<file path="config.mk">
export PLATFORM = sky130hd
export DESIGN_NAME = core_slice_top
export DESIGN_NICKNAME = d
export VERILOG_FILES = /design/src/verilog/core_pkg.sv /design/src/verilog/exwb_if.sv /design/src/verilog/instr_decode.sv /design/src/verilog/exec_unit.sv /design/src/verilog/reg_file.sv /design/src/verilog/wb_stage.sv /design/src/verilog/core_slice_top.sv
export SDC_FILE = /design/constraint.sdc
export NUM_CORES = 2
export LEC_CHECK = 0
export ABC_AREA = 1
export BUFFER_PORTS_ARGS = -buffer_cell sky130_fd_sc_hd__buf_2
export CAP_MARGIN = 20
export CORE_UTILIZATION = 50
export CTS_CLUSTER_SIZE = 28
export DETAILED_ROUTE_END_ITERATION = 16
export GPL_ROUTABILITY_DRIVEN = 0
export PLACE_DENSITY = 0.66
export SLEW_MARGIN = 20
export SYNTH_ARGS = -nofsm -noshare
export SYNTH_HDL_FRONTEND = slang
export SYNTH_SLANG_ARGS = --single-unit
export TNS_END_PERCENT = 5
</file>
<file path="constraint.sdc">
create_clock -name clk -period 12.07 [get_ports clk]
set_input_delay 0.6035 -clock clk [delete_from_list [all_inputs] [get_ports clk]]
set_output_delay 0.6035 -clock clk [all_outputs]
set_load 0.1 [all_outputs]
</file>
<file path="src/verilog/core_pkg.sv">
package core_pkg;

    // 3R opcodes, top 17 bits of the word
    localparam logic [16:0] OPC_ADD_W = 17'h00020;
    localparam logic [16:0] OPC_SUB_W = 17'h00022;
    localparam logic [16:0] OPC_AND   = 17'h00029;
    localparam logic [16:0] OPC_OR    = 17'h0002A;
    localparam logic [16:0] OPC_XOR   = 17'h0002B;

    // 2RI12 opcodes, top 10 bits of the word
    localparam logic [9:0] OPC_ADDI_W = 10'h00A;
    localparam logic [9:0] OPC_LD_W   = 10'h0A2;
    localparam logic [9:0] OPC_ST_W   = 10'h0A6;
    localparam logic [9:0] OPC_LL_W   = 10'h080;
    localparam logic [9:0] OPC_SC_W   = 10'h084;

    localparam logic [5:0] ECODE_INE = 6'h0D;
    localparam logic [5:0] ECODE_ALE = 6'h09;

    localparam int DMEM_WORDS = 16;
    localparam int DMEM_AW    = $clog2(DMEM_WORDS);

    typedef struct packed {
        logic [16:0] opcode;
        logic [4:0]  rk;
        logic [4:0]  rj;
        logic [4:0]  rd;
    } instr_r3_t;

    typedef struct packed {
        logic [9:0]  opcode;
        logic [11:0] si12;
        logic [4:0]  rj;
        logic [4:0]  rd;
    } instr_ri12_t;

    // same word, two field layouts
    typedef union packed {
        instr_r3_t   r3;
        instr_ri12_t ri12;
    } instr_u;

    typedef enum logic [3:0] {
        OP_ADD, OP_SUB, OP_AND, OP_OR, OP_XOR,
        OP_ADDI, OP_LD, OP_ST, OP_LL, OP_SC,
        OP_NONE
    } op_e;

endpackage

</file>
<file path="src/verilog/exwb_if.sv">
`timescale 1ns/10ps

interface exwb_if
    import core_pkg::*;
();

    logic        valid;
    logic [31:0] pc;
    op_e         op;
    logic        we;
    logic [4:0]  waddr;
    logic [31:0] wdata;
    logic        excp;
    logic [5:0]  ecode;
    logic [31:0] mem_addr;

    modport ex_mp (
        output valid, pc, op, we, waddr, wdata, excp, ecode, mem_addr
    );

    modport wb_mp (
        input valid, pc, op, we, waddr, wdata, excp, ecode, mem_addr
    );

endinterface

</file>
<file path="src/verilog/instr_decode.sv">
`timescale 1ns/10ps

module instr_decode
    import core_pkg::*;
(
    input  logic        clk,
    input  logic        rst_n_i,
    input  logic        stall_i,
    input  logic        flush_i,
    input  logic        instr_valid_i,
    input  instr_u      instr_i,
    input  logic [31:0] pc_i,
    output logic        dec_valid_o,
    output op_e         dec_op_o,
    output logic [4:0]  dec_rj_o,
    output logic [4:0]  dec_rk_o,
    output logic [4:0]  dec_rd_o,
    output logic [31:0] dec_imm_o,
    output logic        dec_we_o,
    output logic        dec_ine_o,
    output logic [31:0] dec_pc_o
);

    op_e         op;
    logic [4:0]  rk_sel;
    logic [31:0] imm;
    logic        we;

    always_comb begin
        op = OP_NONE;
        // 17-bit view first, the 10-bit view only if nothing matched
        case (instr_i.r3.opcode)
            OPC_ADD_W: op = OP_ADD;
            OPC_SUB_W: op = OP_SUB;
            OPC_AND:   op = OP_AND;
            OPC_OR:    op = OP_OR;
            OPC_XOR:   op = OP_XOR;
            default: begin
                case (instr_i.ri12.opcode)
                    OPC_ADDI_W: op = OP_ADDI;
                    OPC_LD_W:   op = OP_LD;
                    OPC_ST_W:   op = OP_ST;
                    OPC_LL_W:   op = OP_LL;
                    OPC_SC_W:   op = OP_SC;
                    default:    op = OP_NONE;
                endcase
            end
        endcase

        imm = {{20{instr_i.ri12.si12[11]}}, instr_i.ri12.si12};

        // store data comes from rd
        if (op == OP_ST || op == OP_SC) begin
            rk_sel = instr_i.ri12.rd;
        end else begin
            rk_sel = instr_i.r3.rk;
        end

        we = (op != OP_NONE) && (op != OP_ST) && (instr_i.r3.rd != 5'd0);
    end

    always_ff @(posedge clk or negedge rst_n_i) begin
        if (!rst_n_i) begin
            dec_valid_o <= 1'b0;
            dec_we_o    <= 1'b0;
            dec_ine_o   <= 1'b0;
        end else if (flush_i) begin
            dec_valid_o <= 1'b0;
            dec_we_o    <= 1'b0;
        end else if (!stall_i) begin
            dec_valid_o <= instr_valid_i;
            dec_we_o    <= instr_valid_i && we;
            dec_ine_o   <= op == OP_NONE;
        end
    end

    always_ff @(posedge clk) begin
        if (!stall_i) begin
            dec_op_o  <= op;
            dec_rj_o  <= instr_i.r3.rj;
            dec_rk_o  <= rk_sel;
            dec_rd_o  <= instr_i.r3.rd;
            dec_imm_o <= imm;
            dec_pc_o  <= pc_i;
        end
    end

    // an undecoded word must reach execute flagged
    assert property (@(posedge clk) disable iff (!rst_n_i)
        (dec_valid_o && dec_op_o == OP_NONE) |-> dec_ine_o);

endmodule

</file>
<file path="src/verilog/exec_unit.sv">
`timescale 1ns/10ps

module exec_unit
    import core_pkg::*;
(
    input  logic        clk,
    input  logic        rst_n_i,
    input  logic        stall_i,
    input  logic        flush_i,
    input  logic        dec_valid_i,
    input  op_e         dec_op_i,
    input  logic [4:0]  dec_rj_i,
    input  logic [4:0]  dec_rk_i,
    input  logic [4:0]  dec_rd_i,
    input  logic [31:0] dec_imm_i,
    input  logic        dec_we_i,
    input  logic        dec_ine_i,
    input  logic [31:0] dec_pc_i,
    input  logic [31:0] rd_a_i,
    input  logic [31:0] rd_b_i,
    output logic [4:0]  ra_o,
    output logic [4:0]  rb_o,
    input  logic        fwd_we_i,
    input  logic [4:0]  fwd_waddr_i,
    input  logic [31:0] fwd_wdata_i,
    input  logic        llbit_eff_i,
    exwb_if.ex_mp       exwb
);

    logic [31:0] dmem [DMEM_WORDS];

    logic [31:0]        src_a;
    logic [31:0]        src_b;
    logic [31:0]        mem_addr;
    logic [DMEM_AW-1:0] mem_idx;
    logic               is_mem;
    logic               ale;
    logic               excp;
    logic               sc_ok;
    logic               store_en;
    logic [31:0]        result;

    assign ra_o = dec_rj_i;
    assign rb_o = dec_rk_i;

    // bypass from the instruction one stage ahead
    assign src_a = (fwd_we_i && fwd_waddr_i == dec_rj_i) ? fwd_wdata_i : rd_a_i;
    assign src_b = (fwd_we_i && fwd_waddr_i == dec_rk_i) ? fwd_wdata_i : rd_b_i;

    assign mem_addr = src_a + dec_imm_i;
    assign mem_idx  = mem_addr[DMEM_AW+1:2];
    assign is_mem   = dec_op_i inside {OP_LD, OP_ST, OP_LL, OP_SC};
    assign ale      = is_mem && (mem_addr[1:0] != 2'b00);
    assign excp     = dec_ine_i || ale;
    assign sc_ok    = (dec_op_i == OP_SC) && llbit_eff_i;

    assign store_en = dec_valid_i && !stall_i && !flush_i && !excp
                      && (dec_op_i == OP_ST || sc_ok);

    always_comb begin
        case (dec_op_i)
            OP_ADD:  result = src_a + src_b;
            OP_SUB:  result = src_a - src_b;
            OP_AND:  result = src_a & src_b;
            OP_OR:   result = src_a | src_b;
            OP_XOR:  result = src_a ^ src_b;
            OP_ADDI: result = mem_addr;
            OP_LD:   result = dmem[mem_idx];
            OP_LL:   result = dmem[mem_idx];
            OP_SC:   result = {31'd0, sc_ok};
            default: result = 32'd0;
        endcase
    end

    always_ff @(posedge clk) begin
        if (store_en) begin
            dmem[mem_idx] <= src_b;
        end
    end

    always_ff @(posedge clk or negedge rst_n_i) begin
        if (!rst_n_i) begin
            exwb.valid <= 1'b0;
            exwb.we    <= 1'b0;
        end else if (flush_i) begin
            exwb.valid <= 1'b0;
            exwb.we    <= 1'b0;
        end else if (!stall_i) begin
            exwb.valid <= dec_valid_i;
            // excepting instructions never write rd
            exwb.we    <= dec_valid_i && dec_we_i && !excp;
        end
    end

    always_ff @(posedge clk) begin
        if (!stall_i) begin
            exwb.pc       <= dec_pc_i;
            exwb.op       <= dec_op_i;
            exwb.waddr    <= dec_rd_i;
            exwb.wdata    <= result;
            exwb.excp     <= excp;
            exwb.ecode    <= dec_ine_i ? ECODE_INE : ECODE_ALE;
            exwb.mem_addr <= mem_addr;
        end
    end

    assert property (@(posedge clk) disable iff (!rst_n_i)
        store_en |-> mem_addr[1:0] == 2'b00);

endmodule

</file>
<file path="src/verilog/reg_file.sv">
`timescale 1ns/10ps

module reg_file (
    input  logic        clk,
    input  logic        rst_n_i,
    input  logic [4:0]  ra_i,
    input  logic [4:0]  rb_i,
    input  logic        we_i,
    input  logic [4:0]  waddr_i,
    input  logic [31:0] wdata_i,
    output logic [31:0] rd_a_o,
    output logic [31:0] rd_b_o
);

    logic [31:0] regs [32];

    // r0 first, then the word being written this cycle
    function automatic logic [31:0] read_port(input logic [4:0] addr);
        if (addr == 5'd0) begin
            return 32'd0;
        end else if (we_i && waddr_i == addr) begin
            return wdata_i;
        end
        return regs[addr];
    endfunction

    assign rd_a_o = read_port(ra_i);
    assign rd_b_o = read_port(rb_i);

    always_ff @(posedge clk or negedge rst_n_i) begin
        if (!rst_n_i) begin
            for (int i = 0; i < 32; i++) begin
                regs[i] <= 32'd0;
            end
        end else if (we_i && waddr_i != 5'd0) begin
            regs[waddr_i] <= wdata_i;
        end
    end

endmodule

</file>
<file path="src/verilog/wb_stage.sv">
`timescale 1ns/10ps

module wb_stage
    import core_pkg::*;
(
    input  logic        clk,
    input  logic        rst_n_i,
    input  logic        stall_i,
    input  logic        flush_i,
    exwb_if.wb_mp       exwb,
    output logic        fwd_we_o,
    output logic [4:0]  fwd_waddr_o,
    output logic [31:0] fwd_wdata_o,
    output logic        llbit_eff_o,
    output logic        llbit_o,
    output logic        commit_valid_o,
    output logic [31:0] commit_pc_o,
    output logic        commit_we_o,
    output logic [4:0]  commit_waddr_o,
    output logic [31:0] commit_wdata_o,
    output logic        commit_excp_o,
    output logic [5:0]  commit_ecode_o,
    output logic [31:0] commit_mem_addr_o,
    output logic        cache_flush_o
);

    logic llbit_q;
    logic ll_set;
    logic sc_clr;
    logic commit_valid_q;
    logic commit_we_q;

    // in-flight result goes straight back to execute
    assign fwd_we_o    = exwb.we;
    assign fwd_waddr_o = exwb.waddr;
    assign fwd_wdata_o = exwb.wdata;

    assign ll_set = exwb.valid && !exwb.excp && exwb.op == OP_LL;
    assign sc_clr = exwb.valid && !exwb.excp && exwb.op == OP_SC;

    // sc.w in execute must see the effect of ll.w/sc.w just ahead of it
    always_comb begin
        if (ll_set) begin
            llbit_eff_o = 1'b1;
        end else if (sc_clr) begin
            llbit_eff_o = 1'b0;
        end else begin
            llbit_eff_o = llbit_q;
        end
    end

    assign llbit_o = llbit_q;

    always_ff @(posedge clk or negedge rst_n_i) begin
        if (!rst_n_i) begin
            llbit_q <= 1'b0;
        end else if (!flush_i && !stall_i) begin
            llbit_q <= llbit_eff_o;
        end
    end

    always_ff @(posedge clk or negedge rst_n_i) begin
        if (!rst_n_i) begin
            commit_valid_q <= 1'b0;
            commit_we_q    <= 1'b0;
            commit_excp_o  <= 1'b0;
        end else if (flush_i) begin
            commit_valid_q <= 1'b0;
            commit_we_q    <= 1'b0;
            commit_excp_o  <= 1'b0;
        end else if (!stall_i) begin
            commit_valid_q <= exwb.valid;
            commit_we_q    <= exwb.we;
            commit_excp_o  <= exwb.valid && exwb.excp;
        end
    end

    always_ff @(posedge clk) begin
        if (!stall_i) begin
            commit_pc_o       <= exwb.pc;
            commit_waddr_o    <= exwb.waddr;
            commit_wdata_o    <= exwb.wdata;
            commit_ecode_o    <= exwb.ecode;
            commit_mem_addr_o <= exwb.mem_addr;
        end
    end

    // held record shows once, after the stall lifts
    assign commit_valid_o = commit_valid_q && !stall_i;
    assign commit_we_o    = commit_we_q && !stall_i;
    assign cache_flush_o  = commit_valid_o && commit_excp_o;

    // rd 0 writes are dropped back in decode
    assert property (@(posedge clk) disable iff (!rst_n_i)
        commit_we_o |-> commit_waddr_o != 5'd0);

endmodule

</file>
<file path="src/verilog/core_slice_top.sv">
`timescale 1ns/10ps

module core_slice_top
    import core_pkg::*;
(
    input  logic        clk,
    input  logic        rst_n_i,
    input  logic        stall_i,
    input  logic        flush_i,
    input  logic        instr_valid_i,
    input  logic [31:0] instr_i,
    input  logic [31:0] pc_i,
    output logic        commit_valid_o,
    output logic [31:0] commit_pc_o,
    output logic        commit_we_o,
    output logic [4:0]  commit_waddr_o,
    output logic [31:0] commit_wdata_o,
    output logic        commit_excp_o,
    output logic [5:0]  commit_ecode_o,
    output logic [31:0] commit_mem_addr_o,
    output logic        llbit_o,
    output logic        cache_flush_o
);

    logic        dec_valid;
    op_e         dec_op;
    logic [4:0]  dec_rj;
    logic [4:0]  dec_rk;
    logic [4:0]  dec_rd;
    logic [31:0] dec_imm;
    logic        dec_we;
    logic        dec_ine;
    logic [31:0] dec_pc;

    logic [4:0]  ra;
    logic [4:0]  rb;
    logic [31:0] rd_a;
    logic [31:0] rd_b;

    logic        fwd_we;
    logic [4:0]  fwd_waddr;
    logic [31:0] fwd_wdata;
    logic        llbit_eff;

    exwb_if exwb ();

    instr_decode instr_decode_inst (
        .clk           (clk),
        .rst_n_i       (rst_n_i),
        .stall_i       (stall_i),
        .flush_i       (flush_i),
        .instr_valid_i (instr_valid_i),
        .instr_i       (instr_i),
        .pc_i          (pc_i),
        .dec_valid_o   (dec_valid),
        .dec_op_o      (dec_op),
        .dec_rj_o      (dec_rj),
        .dec_rk_o      (dec_rk),
        .dec_rd_o      (dec_rd),
        .dec_imm_o     (dec_imm),
        .dec_we_o      (dec_we),
        .dec_ine_o     (dec_ine),
        .dec_pc_o      (dec_pc)
    );

    exec_unit exec_unit_inst (
        .clk         (clk),
        .rst_n_i     (rst_n_i),
        .stall_i     (stall_i),
        .flush_i     (flush_i),
        .dec_valid_i (dec_valid),
        .dec_op_i    (dec_op),
        .dec_rj_i    (dec_rj),
        .dec_rk_i    (dec_rk),
        .dec_rd_i    (dec_rd),
        .dec_imm_i   (dec_imm),
        .dec_we_i    (dec_we),
        .dec_ine_i   (dec_ine),
        .dec_pc_i    (dec_pc),
        .rd_a_i      (rd_a),
        .rd_b_i      (rd_b),
        .ra_o        (ra),
        .rb_o        (rb),
        .fwd_we_i    (fwd_we),
        .fwd_waddr_i (fwd_waddr),
        .fwd_wdata_i (fwd_wdata),
        .llbit_eff_i (llbit_eff),
        .exwb        (exwb.ex_mp)
    );

    // write port fed by the commit record
    reg_file reg_file_inst (
        .clk     (clk),
        .rst_n_i (rst_n_i),
        .ra_i    (ra),
        .rb_i    (rb),
        .we_i    (commit_we_o),
        .waddr_i (commit_waddr_o),
        .wdata_i (commit_wdata_o),
        .rd_a_o  (rd_a),
        .rd_b_o  (rd_b)
    );

    wb_stage wb_stage_inst (
        .clk               (clk),
        .rst_n_i           (rst_n_i),
        .stall_i           (stall_i),
        .flush_i           (flush_i),
        .exwb              (exwb.wb_mp),
        .fwd_we_o          (fwd_we),
        .fwd_waddr_o       (fwd_waddr),
        .fwd_wdata_o       (fwd_wdata),
        .llbit_eff_o       (llbit_eff),
        .llbit_o           (llbit_o),
        .commit_valid_o    (commit_valid_o),
        .commit_pc_o       (commit_pc_o),
        .commit_we_o       (commit_we_o),
        .commit_waddr_o    (commit_waddr_o),
        .commit_wdata_o    (commit_wdata_o),
        .commit_excp_o     (commit_excp_o),
        .commit_ecode_o    (commit_ecode_o),
        .commit_mem_addr_o (commit_mem_addr_o),
        .cache_flush_o     (cache_flush_o)
    );

endmodule

</file>
* After elaboration in Yosys (flattened, before gate mapping)
Memory sizes are Yosys's and may differ from the RTL's.
Cells that the tools add are included.
** Storage, ports and cells
- Bits in registers :: 1315
- Bits in latches :: 0
- Bits in writable memories :: 512
- ROM bits :: 0
- Input port bits :: 69
- Output and inout port bits :: 112
- Word-level logic and storage cells :: 191
- Memories :: 1
** Operators by class
- Add/subtract/negate cells :: 3
- $mul :: 0
- Divide/modulo/power cells :: 0
- Order comparisons :: 4
- Equal/unequal tests :: 31
- Shift operators :: 0
- Mux-type cells :: 44
- Bitwise gates (word level) :: 8
- Reduce and logical (&&, ||, !) cells :: 41
** Memory list
- exec_unit_inst.dmem :: words 16, bits a word 32, rd ports 1, clocked after memory_dff 0, wr ports 1, RTL line exec_unit.sv:30 : logic [31:0] dmem [DMEM_WORDS];
** Operator list (count)
- 1024-bit bitwise mux :: 1
- 32-bit 2-to-1 mux :: 13
- 32-bit binary-select mux with 5-bit select :: 2
- 32-bit case mux with 8 select lines :: 1
- 32-bit demux with 5-bit select :: 1
- 17-bit by 6-bit equality test with 1-bit output (second input constant) :: 5
- 32-bit adder :: 2
- 10-bit by 8-bit equality test with 1-bit output (second input constant) :: 4
- 4-bit case mux with 5 select lines :: 2
- 32-bit bitwise AND :: 1
- 32-bit bitwise OR :: 1
- 32-bit subtractor :: 1
- 32-bit XOR :: 1
- 1-bit logical AND :: 25
- 4-bit equality test (second input constant) :: 6
- 1-bit 2-to-1 mux :: 22
- 4-bit by 3-bit equality test with 1-bit output (second input constant) :: 5
- 5-bit equality test :: 4
- 6-bit >= comparator (second input constant) :: 3
- 5-bit inverter with 6-bit output :: 3
- 10-bit by 4-bit equality test with 1-bit output (second input constant) :: 1
- 5-bit zero test :: 2
- 5-bit nonzero test :: 2
- 4-bit by 2-bit equality test with 1-bit output (second input constant) :: 2
- other kinds (15) :: 21

* Depth between registers and ports, before layout
- Depth in word-level cells :: 16
- Depth in mapped cells :: 40
- Depth with buffers taken out :: 37

* Hierarchy
From an unflattened synthesis, not the netlist that was laid out.
** Unflattened totals
- Cell total of the unflattened synthesis :: 12201
- Area total of the unflattened synthesis :: 96578.9 um^2
** Modules (own cells, without submodules)
- reg_file :: instances 1, cells an instance 8988, area an instance 59656.0 um^2, sequential area each 25624.6 um^2
- exec_unit :: instances 1, cells an instance 2808, area an instance 30384.1 um^2, sequential area each 18637.9 um^2
- wb_stage :: instances 1, cells an instance 175, area an instance 3728.6 um^2, sequential area each 3313.2 um^2
- instr_decode :: instances 1, cells an instance 230, area an instance 2810.2 um^2, sequential area each 1966.9 um^2

* Least setup slack after synthesis
Ideal clock, no wire load.
- Path type :: in2reg
- Start :: input stall_i
- End :: register instr_decode_inst.dec_valid_o
- Setup time :: 0.128 ns
- Arrival time :: 6.712 ns
- Data required time :: 11.942 ns
- Path slack :: 5.230 ns
- Stages on the path :: 3
- Path buffers :: 0
- Cell sequence :: inv_1 > nor2_1 > a22o_1
** On the way
- Cells in the longest elaborated chain, start to end :: 1
** RTL lines
- from (decl) :: RTL line core_slice_top.sv:8 : input logic stall_i,
- 2-bit by 1-bit != test with 1-bit output (no source line)
- to (signal assigned) :: RTL line instr_decode.sv:71 : dec_valid_o <= instr_valid_i;
- to (decl) :: RTL line instr_decode.sv:13 : output logic dec_valid_o,
No other way between the ends.
A chain may end at the register's enable or synchronous reset.

* Worst setup path in the final report
- Start :: register instr_decode_inst.dec_rj_o[0]
- End :: register exec_unit_inst.exwb.wdata[31] (data pin)
** On the way
- Cells in the longest elaborated chain, start to end :: 9
- Elaborated cells on any way between the ends :: 22
- Those cells by class :: 3 x add/sub; 2 x eq/ne; 9 x mux; 4 x bitwise; 3 x reduce/logical; 1 x memory
** RTL lines
- from (decl) :: RTL line instr_decode.sv:15 : output logic [4:0] dec_rj_o,
- from (signal assigned) :: RTL line instr_decode.sv:80 : dec_rj_o <= instr_i.r3.rj;
- 5-bit inverter with 6-bit output (implied by the code) or 5-bit equality test (tied branches) :: RTL line reg_file.sv:24, reg_file.sv:21
- 32-bit binary-select mux with 5-bit select or 1-bit logical AND (tied branches) :: RTL line reg_file.sv:24, reg_file.sv:21
- 32-bit 2-to-1 mux (implied by the code) or 1-bit 2-to-1 mux (tied branches) :: RTL line reg_file.sv:24, reg_file.sv:21
- 32-bit 2-to-1 mux (implied by the code) or 1-bit 2-to-1 mux (tied branches) :: RTL line reg_file.sv:24, reg_file.sv:19
- 32-bit 2-to-1 mux :: RTL line reg_file.sv:24 : return regs[addr];
- 32-bit 2-to-1 mux (*) :: RTL line exec_unit.sv:47 : assign src_a = (fwd_we_i && fwd_waddr_i == dec_rj_i) ? fwd_wdata_i : rd_a_i;
- 32-bit adder :: RTL line exec_unit.sv:50 : assign mem_addr = src_a + dec_imm_i;
- memory 16 x 32 bit
- 32-bit case mux with 8 select lines (*) :: RTL line exec_unit.sv:61 : case (dec_op_i)
- to (signal assigned) :: RTL line exec_unit.sv:100 : exwb.wdata <= result;
- to (decl) :: RTL line exwb_if.sv:18 : output valid, pc, op, we, waddr, wdata, excp, ecode, mem_addr
Every way passes the cells marked *; elsewhere a longest branch is shown, timed or not. The select of a mux whose other input is x is not followed.

==> results.md <==
* Tmin final at 8.38 ns
* RSZ-0062 raised after global routing: no
* Clock-pin slew on the worst setup and hold paths at 0.07 ns
* Critical path required time at 12.67 ns
* Die width at 432 um
* CTS tree: done
* Setup TNS at 0 ns
* Worst vdd ir at 0.000236 V
* Fin crit share at 69.5%
* Power per cell area at 163 mW/mm2
* Area of the multi-input gates at 0.0366 mm2
* Slew @ Worst Pin at 1.22 ns
* Port Buffers at 175
* CTS Buffer Depth at 3
* Starting Density at 50.4%
* WL/cell at 25.1 um
* Async S/R FF share, synth at 56.9%
* P&R area growth vs syn at 10.1%
* Clock sinks at 1817
* Library cells used by synthesis at 65
* R2R setup slack at 3.69 ns
* Fmax at 119 MHz
* Total CTS buffers at 191
* Crit path DAT at 8.98 ns
* Syn Inst Count at 10800
* Total core area at 0.183 mm2
* Final setup fails at 0
* Synth Warn # at 0
* Residual DRC at 0
* Post-synth EDFFs at 784
* Post-synth top flop: dfrtp_1
* Crit path capture type: flop
* Pin count of the biggest net entering global routing at 184
* Worst Hold Class: in -> reg
* Syn avg cell area at 8.54 um2
* Max-Slew Margin vs Limit at 19.0%
* Worst-Skew Late Latency at 0.88 ns
* Synthesized flop and latch total at 1817
* Root Driver: clkbuf_16
* Max-Cap Viols at 0
* Fill count at 16100
* Vias in the first global route at 76400
* Vias per inst at 6.22
* Grt total ovfl at 0
* Antenna violations before repair at 10
* Post-Syn Area at 0.0924 mm2
* Die area at 0.186 mm2
* Initial drt markers at 12300
* Critical Path Fanout Max at 92
* Final Core Density at 55.5%
* Final Hold Fails at 0
* Startpoint Class: flop
* Htree depth at 4
* P_leak at 0.0416 uW
* Post-DRT Antenna Nets at 0
* Setup WS pre-CTS at 3.87 ns
* FP Rows at 157
* Final #Nets at 10700
* Setup CP Type: reg -> reg
* Final HPWL DP at 184000 um
* Fin worst setup slack at 3.69 ns
* Length of the first detailed-routing pass in iterations at 7
* Die height at 432 um
* First-pass GRT wire length at 489000 um
* Share of cells above drive strength 1 at 7.60%
* # Post-CTS Setup Buffers at 0
* Storage element area at 0.0494 mm2
* Seq/Total Area, Yosys at 53.5%
* Post-placement cell count at 12700
* Via count at 81700
* IO Count at 181
* Total Routing Usage GR at 34.8%
* Outcome: finished, final reports clean
* Overall routed net length at 330000 um
* Fin cells at 13100
* Pins Over Slew Limit at 0
* Post-route clock skew at 0.0379 ns
-- cell families (layout without fill, tap and decap cells) --
| group | after synthesis | count (layout) | share of synthesized area [%] |
|---|---|---|---|
| mux | 3 | 3 | 0.0366 |
| compound gates | 2974 | 2974 | 18.2 |
| fa+ha+maj | 127 | 127 | 1.74 |
| xor+xnor | 54 | 54 | 0.512 |
| buf+inv | 1707 | 1574 | 7.44 |
| simple gates | 4126 | 4126 | 18.6 |
| other cells | 2 | 7 | 0.00813 |
| flops | 1817 | 1817 | 53.5 |
-- placed cells by master, fill, tap and decap left out, types with 23 or more instances in the layout --
cell type and count:
nand4_1 65, clkbuf_8 30, o211ai_1 214, dlygate4sd3_1 55, nor3_1 172, o21ai_0 1704
buf_2 174, nor2_1 474, clkbuf_1 38, o31ai_1 83, a221oi_1 64, dfrtp_1 1033
buf_4 138, xor2_1 44, ha_1 125, clkinv_1 30, nor2_4 25, a21oi_1 548
nand2_1 2490, or2_2 57, o22ai_1 96, edfxtp_1 784, o221ai_1 66, clkbuf_16 192
inv_1 791, a22oi_1 37, nand3_1 767, a211oi_1 23, clkinv_2 31
-- layer usage --
metal  routed length [um]  track usage (%)  vias up  part of all wire [%]
met5                   62                0        -                 0.019
met4                20700             19.5       12                   6.3
met3                38400             7.75     1128                    12
met2               146000             53.1     5177                    44
met1               125000             45.9    39000                    38
li1                     -                -    36400                     -
-- per-stage QoR --
| stage | area (um2) | hold slack [ns] | total power, uW |
|---|---|---|---|
| 6_report | 102000 | 0.0467 | 16600 |
| 5_1_grt | 102000 | 0.0211 | 17100 |
| 4_1_cts | 101000 | 0.0000154 | 16500 |
| 3_5_place_dp | 94400 | 0.366 | 10400 |
| 3_3_place_gp | 94400 | 0.365 | 10400 |
| 2_1_floorplan | 92400 | 0.308 | 9200 |
-- layout make-up --
class / instances / area share (%)
Antenna cell: 2 / 0.00492
Clock buffer: 260 / 5.27
Clock inverter: 96 / 1.09
Inverter: 823 / 3.09
Multi-Input combinational cell: 7289 / 36.0
Sequential cell: 1817 / 48.6
Tap cell: 2464 / 3.03
Timing Repair Buffer: 395 / 2.94
-- timing repair --
action	4_1_cts	5_1_grt
endpoints found under the setup margin	0	0
resized for setup	0	0
hold buffers	55	0
endpoints found under the hold margin	149	0
-- state kept, by name (all words and copies together) (netlist names), 4 cells and up --
name	cells
exec_unit_inst.exwb.mem_addr	32
exec_unit_inst.dmem	512
exec_unit_inst.exwb.pc	32
instr_decode_inst.dec_rd_o	5
reg_file_inst.regs	1024
exec_unit_inst.exwb.waddr	5
instr_decode_inst.dec_rj_o	5
wb_stage_inst.commit_mem_addr_o	32
instr_decode_inst.dec_rk_o	5
wb_stage_inst.commit_pc_o	32
instr_decode_inst.dec_op_o	4
instr_decode_inst.dec_pc_o	32
exec_unit_inst.exwb.wdata	32
exec_unit_inst.exwb.op	4
wb_stage_inst.commit_wdata_o	32
wb_stage_inst.commit_waddr_o	5
instr_decode_inst.dec_imm_o	12
-- cell usage after synthesis, types with 20 or more instances --
master	count	share of area [%]
nand4_1	65	0.44
or2_2	57	0.39
nor2_1	497	2.0
edfxtp_1	784	25
buf_6	20	0.24
o221ai_1	66	0.63
a211oi_1	23	0.19
o22ai_1	96	0.65
buf_1	70	0.28
nor3_1	176	0.95
a22oi_1	37	0.30
clkbuf_1	608	2.5
nand3_1	775	4.2
o211ai_1	214	1.7
xor2_1	44	0.42
nand2_1	2511	10
dfrtp_1	1033	28
o21ai_0	1706	9.2
o31ai_1	83	0.67
a21oi_1	548	3.0
inv_1	801	3.3
a221oi_1	64	0.61
ha_1	125	1.7
buf_2	155	0.84
buf_4	31	0.25
-- report_power, final --
part | internal (uW) | switching [uW] | total [uW]
sequential | 6730 | 126 | 6860
combinational | 833 | 2780 | 3620
clock | 3490 | 2600 | 6100
-- path summary, 6_finish.rpt --
path | cells after the start | to | from
worst max-delay path | 24 | exec_unit_inst.exwb.wdata[31]$_SDFFCE_PN0N_ | instr_decode_inst.dec_rj_o[0]$_DFFE_PN_
worst min-delay path | 1 | instr_decode_inst.dec_rj_o[1]$_DFFE_PN_ | instr_i[6]
worst max register to register | 24 | exec_unit_inst.exwb.wdata[31]$_SDFFCE_PN0N_ | instr_decode_inst.dec_rj_o[0]$_DFFE_PN_
worst min register to register | 0 | reg_file_inst.regs[1012]$_DFFE_PN0P_ | reg_file_inst.regs[1012]$_DFFE_PN0P_
max in group asynchronous | 4 | reg_file_inst.regs[117]$_DFFE_PN0P_ | rst_n_i
min in group asynchronous | 2 | reg_file_inst.regs[931]$_DFFE_PN0P_ | rst_n_i
-- critical path, cell delays in order (launching register included) --
cell	delay [ns]
edfxtp_1	0.32
buf_4	0.66
inv_8	0.38
nand3_1	0.43
nand2_1	0.15
clkinv_1	0.32
buf_4	0.39
nand3_1	0.40
a22oi_1	0.33
inv_1	0.14
ha_1	0.36
inv_1	0.06
nand2_1	0.06
and2_4	0.14
clkinv_1	0.78
nor2_1	0.70
clkinv_2	0.87
buf_4	0.69
o22ai_1	0.28
o31ai_1	0.09
nand3_1	0.13
o21a_1	0.11
nand2_1	0.06
inv_1	0.06
nand2_1	0.05
Power figures use the tool's default switching activity.
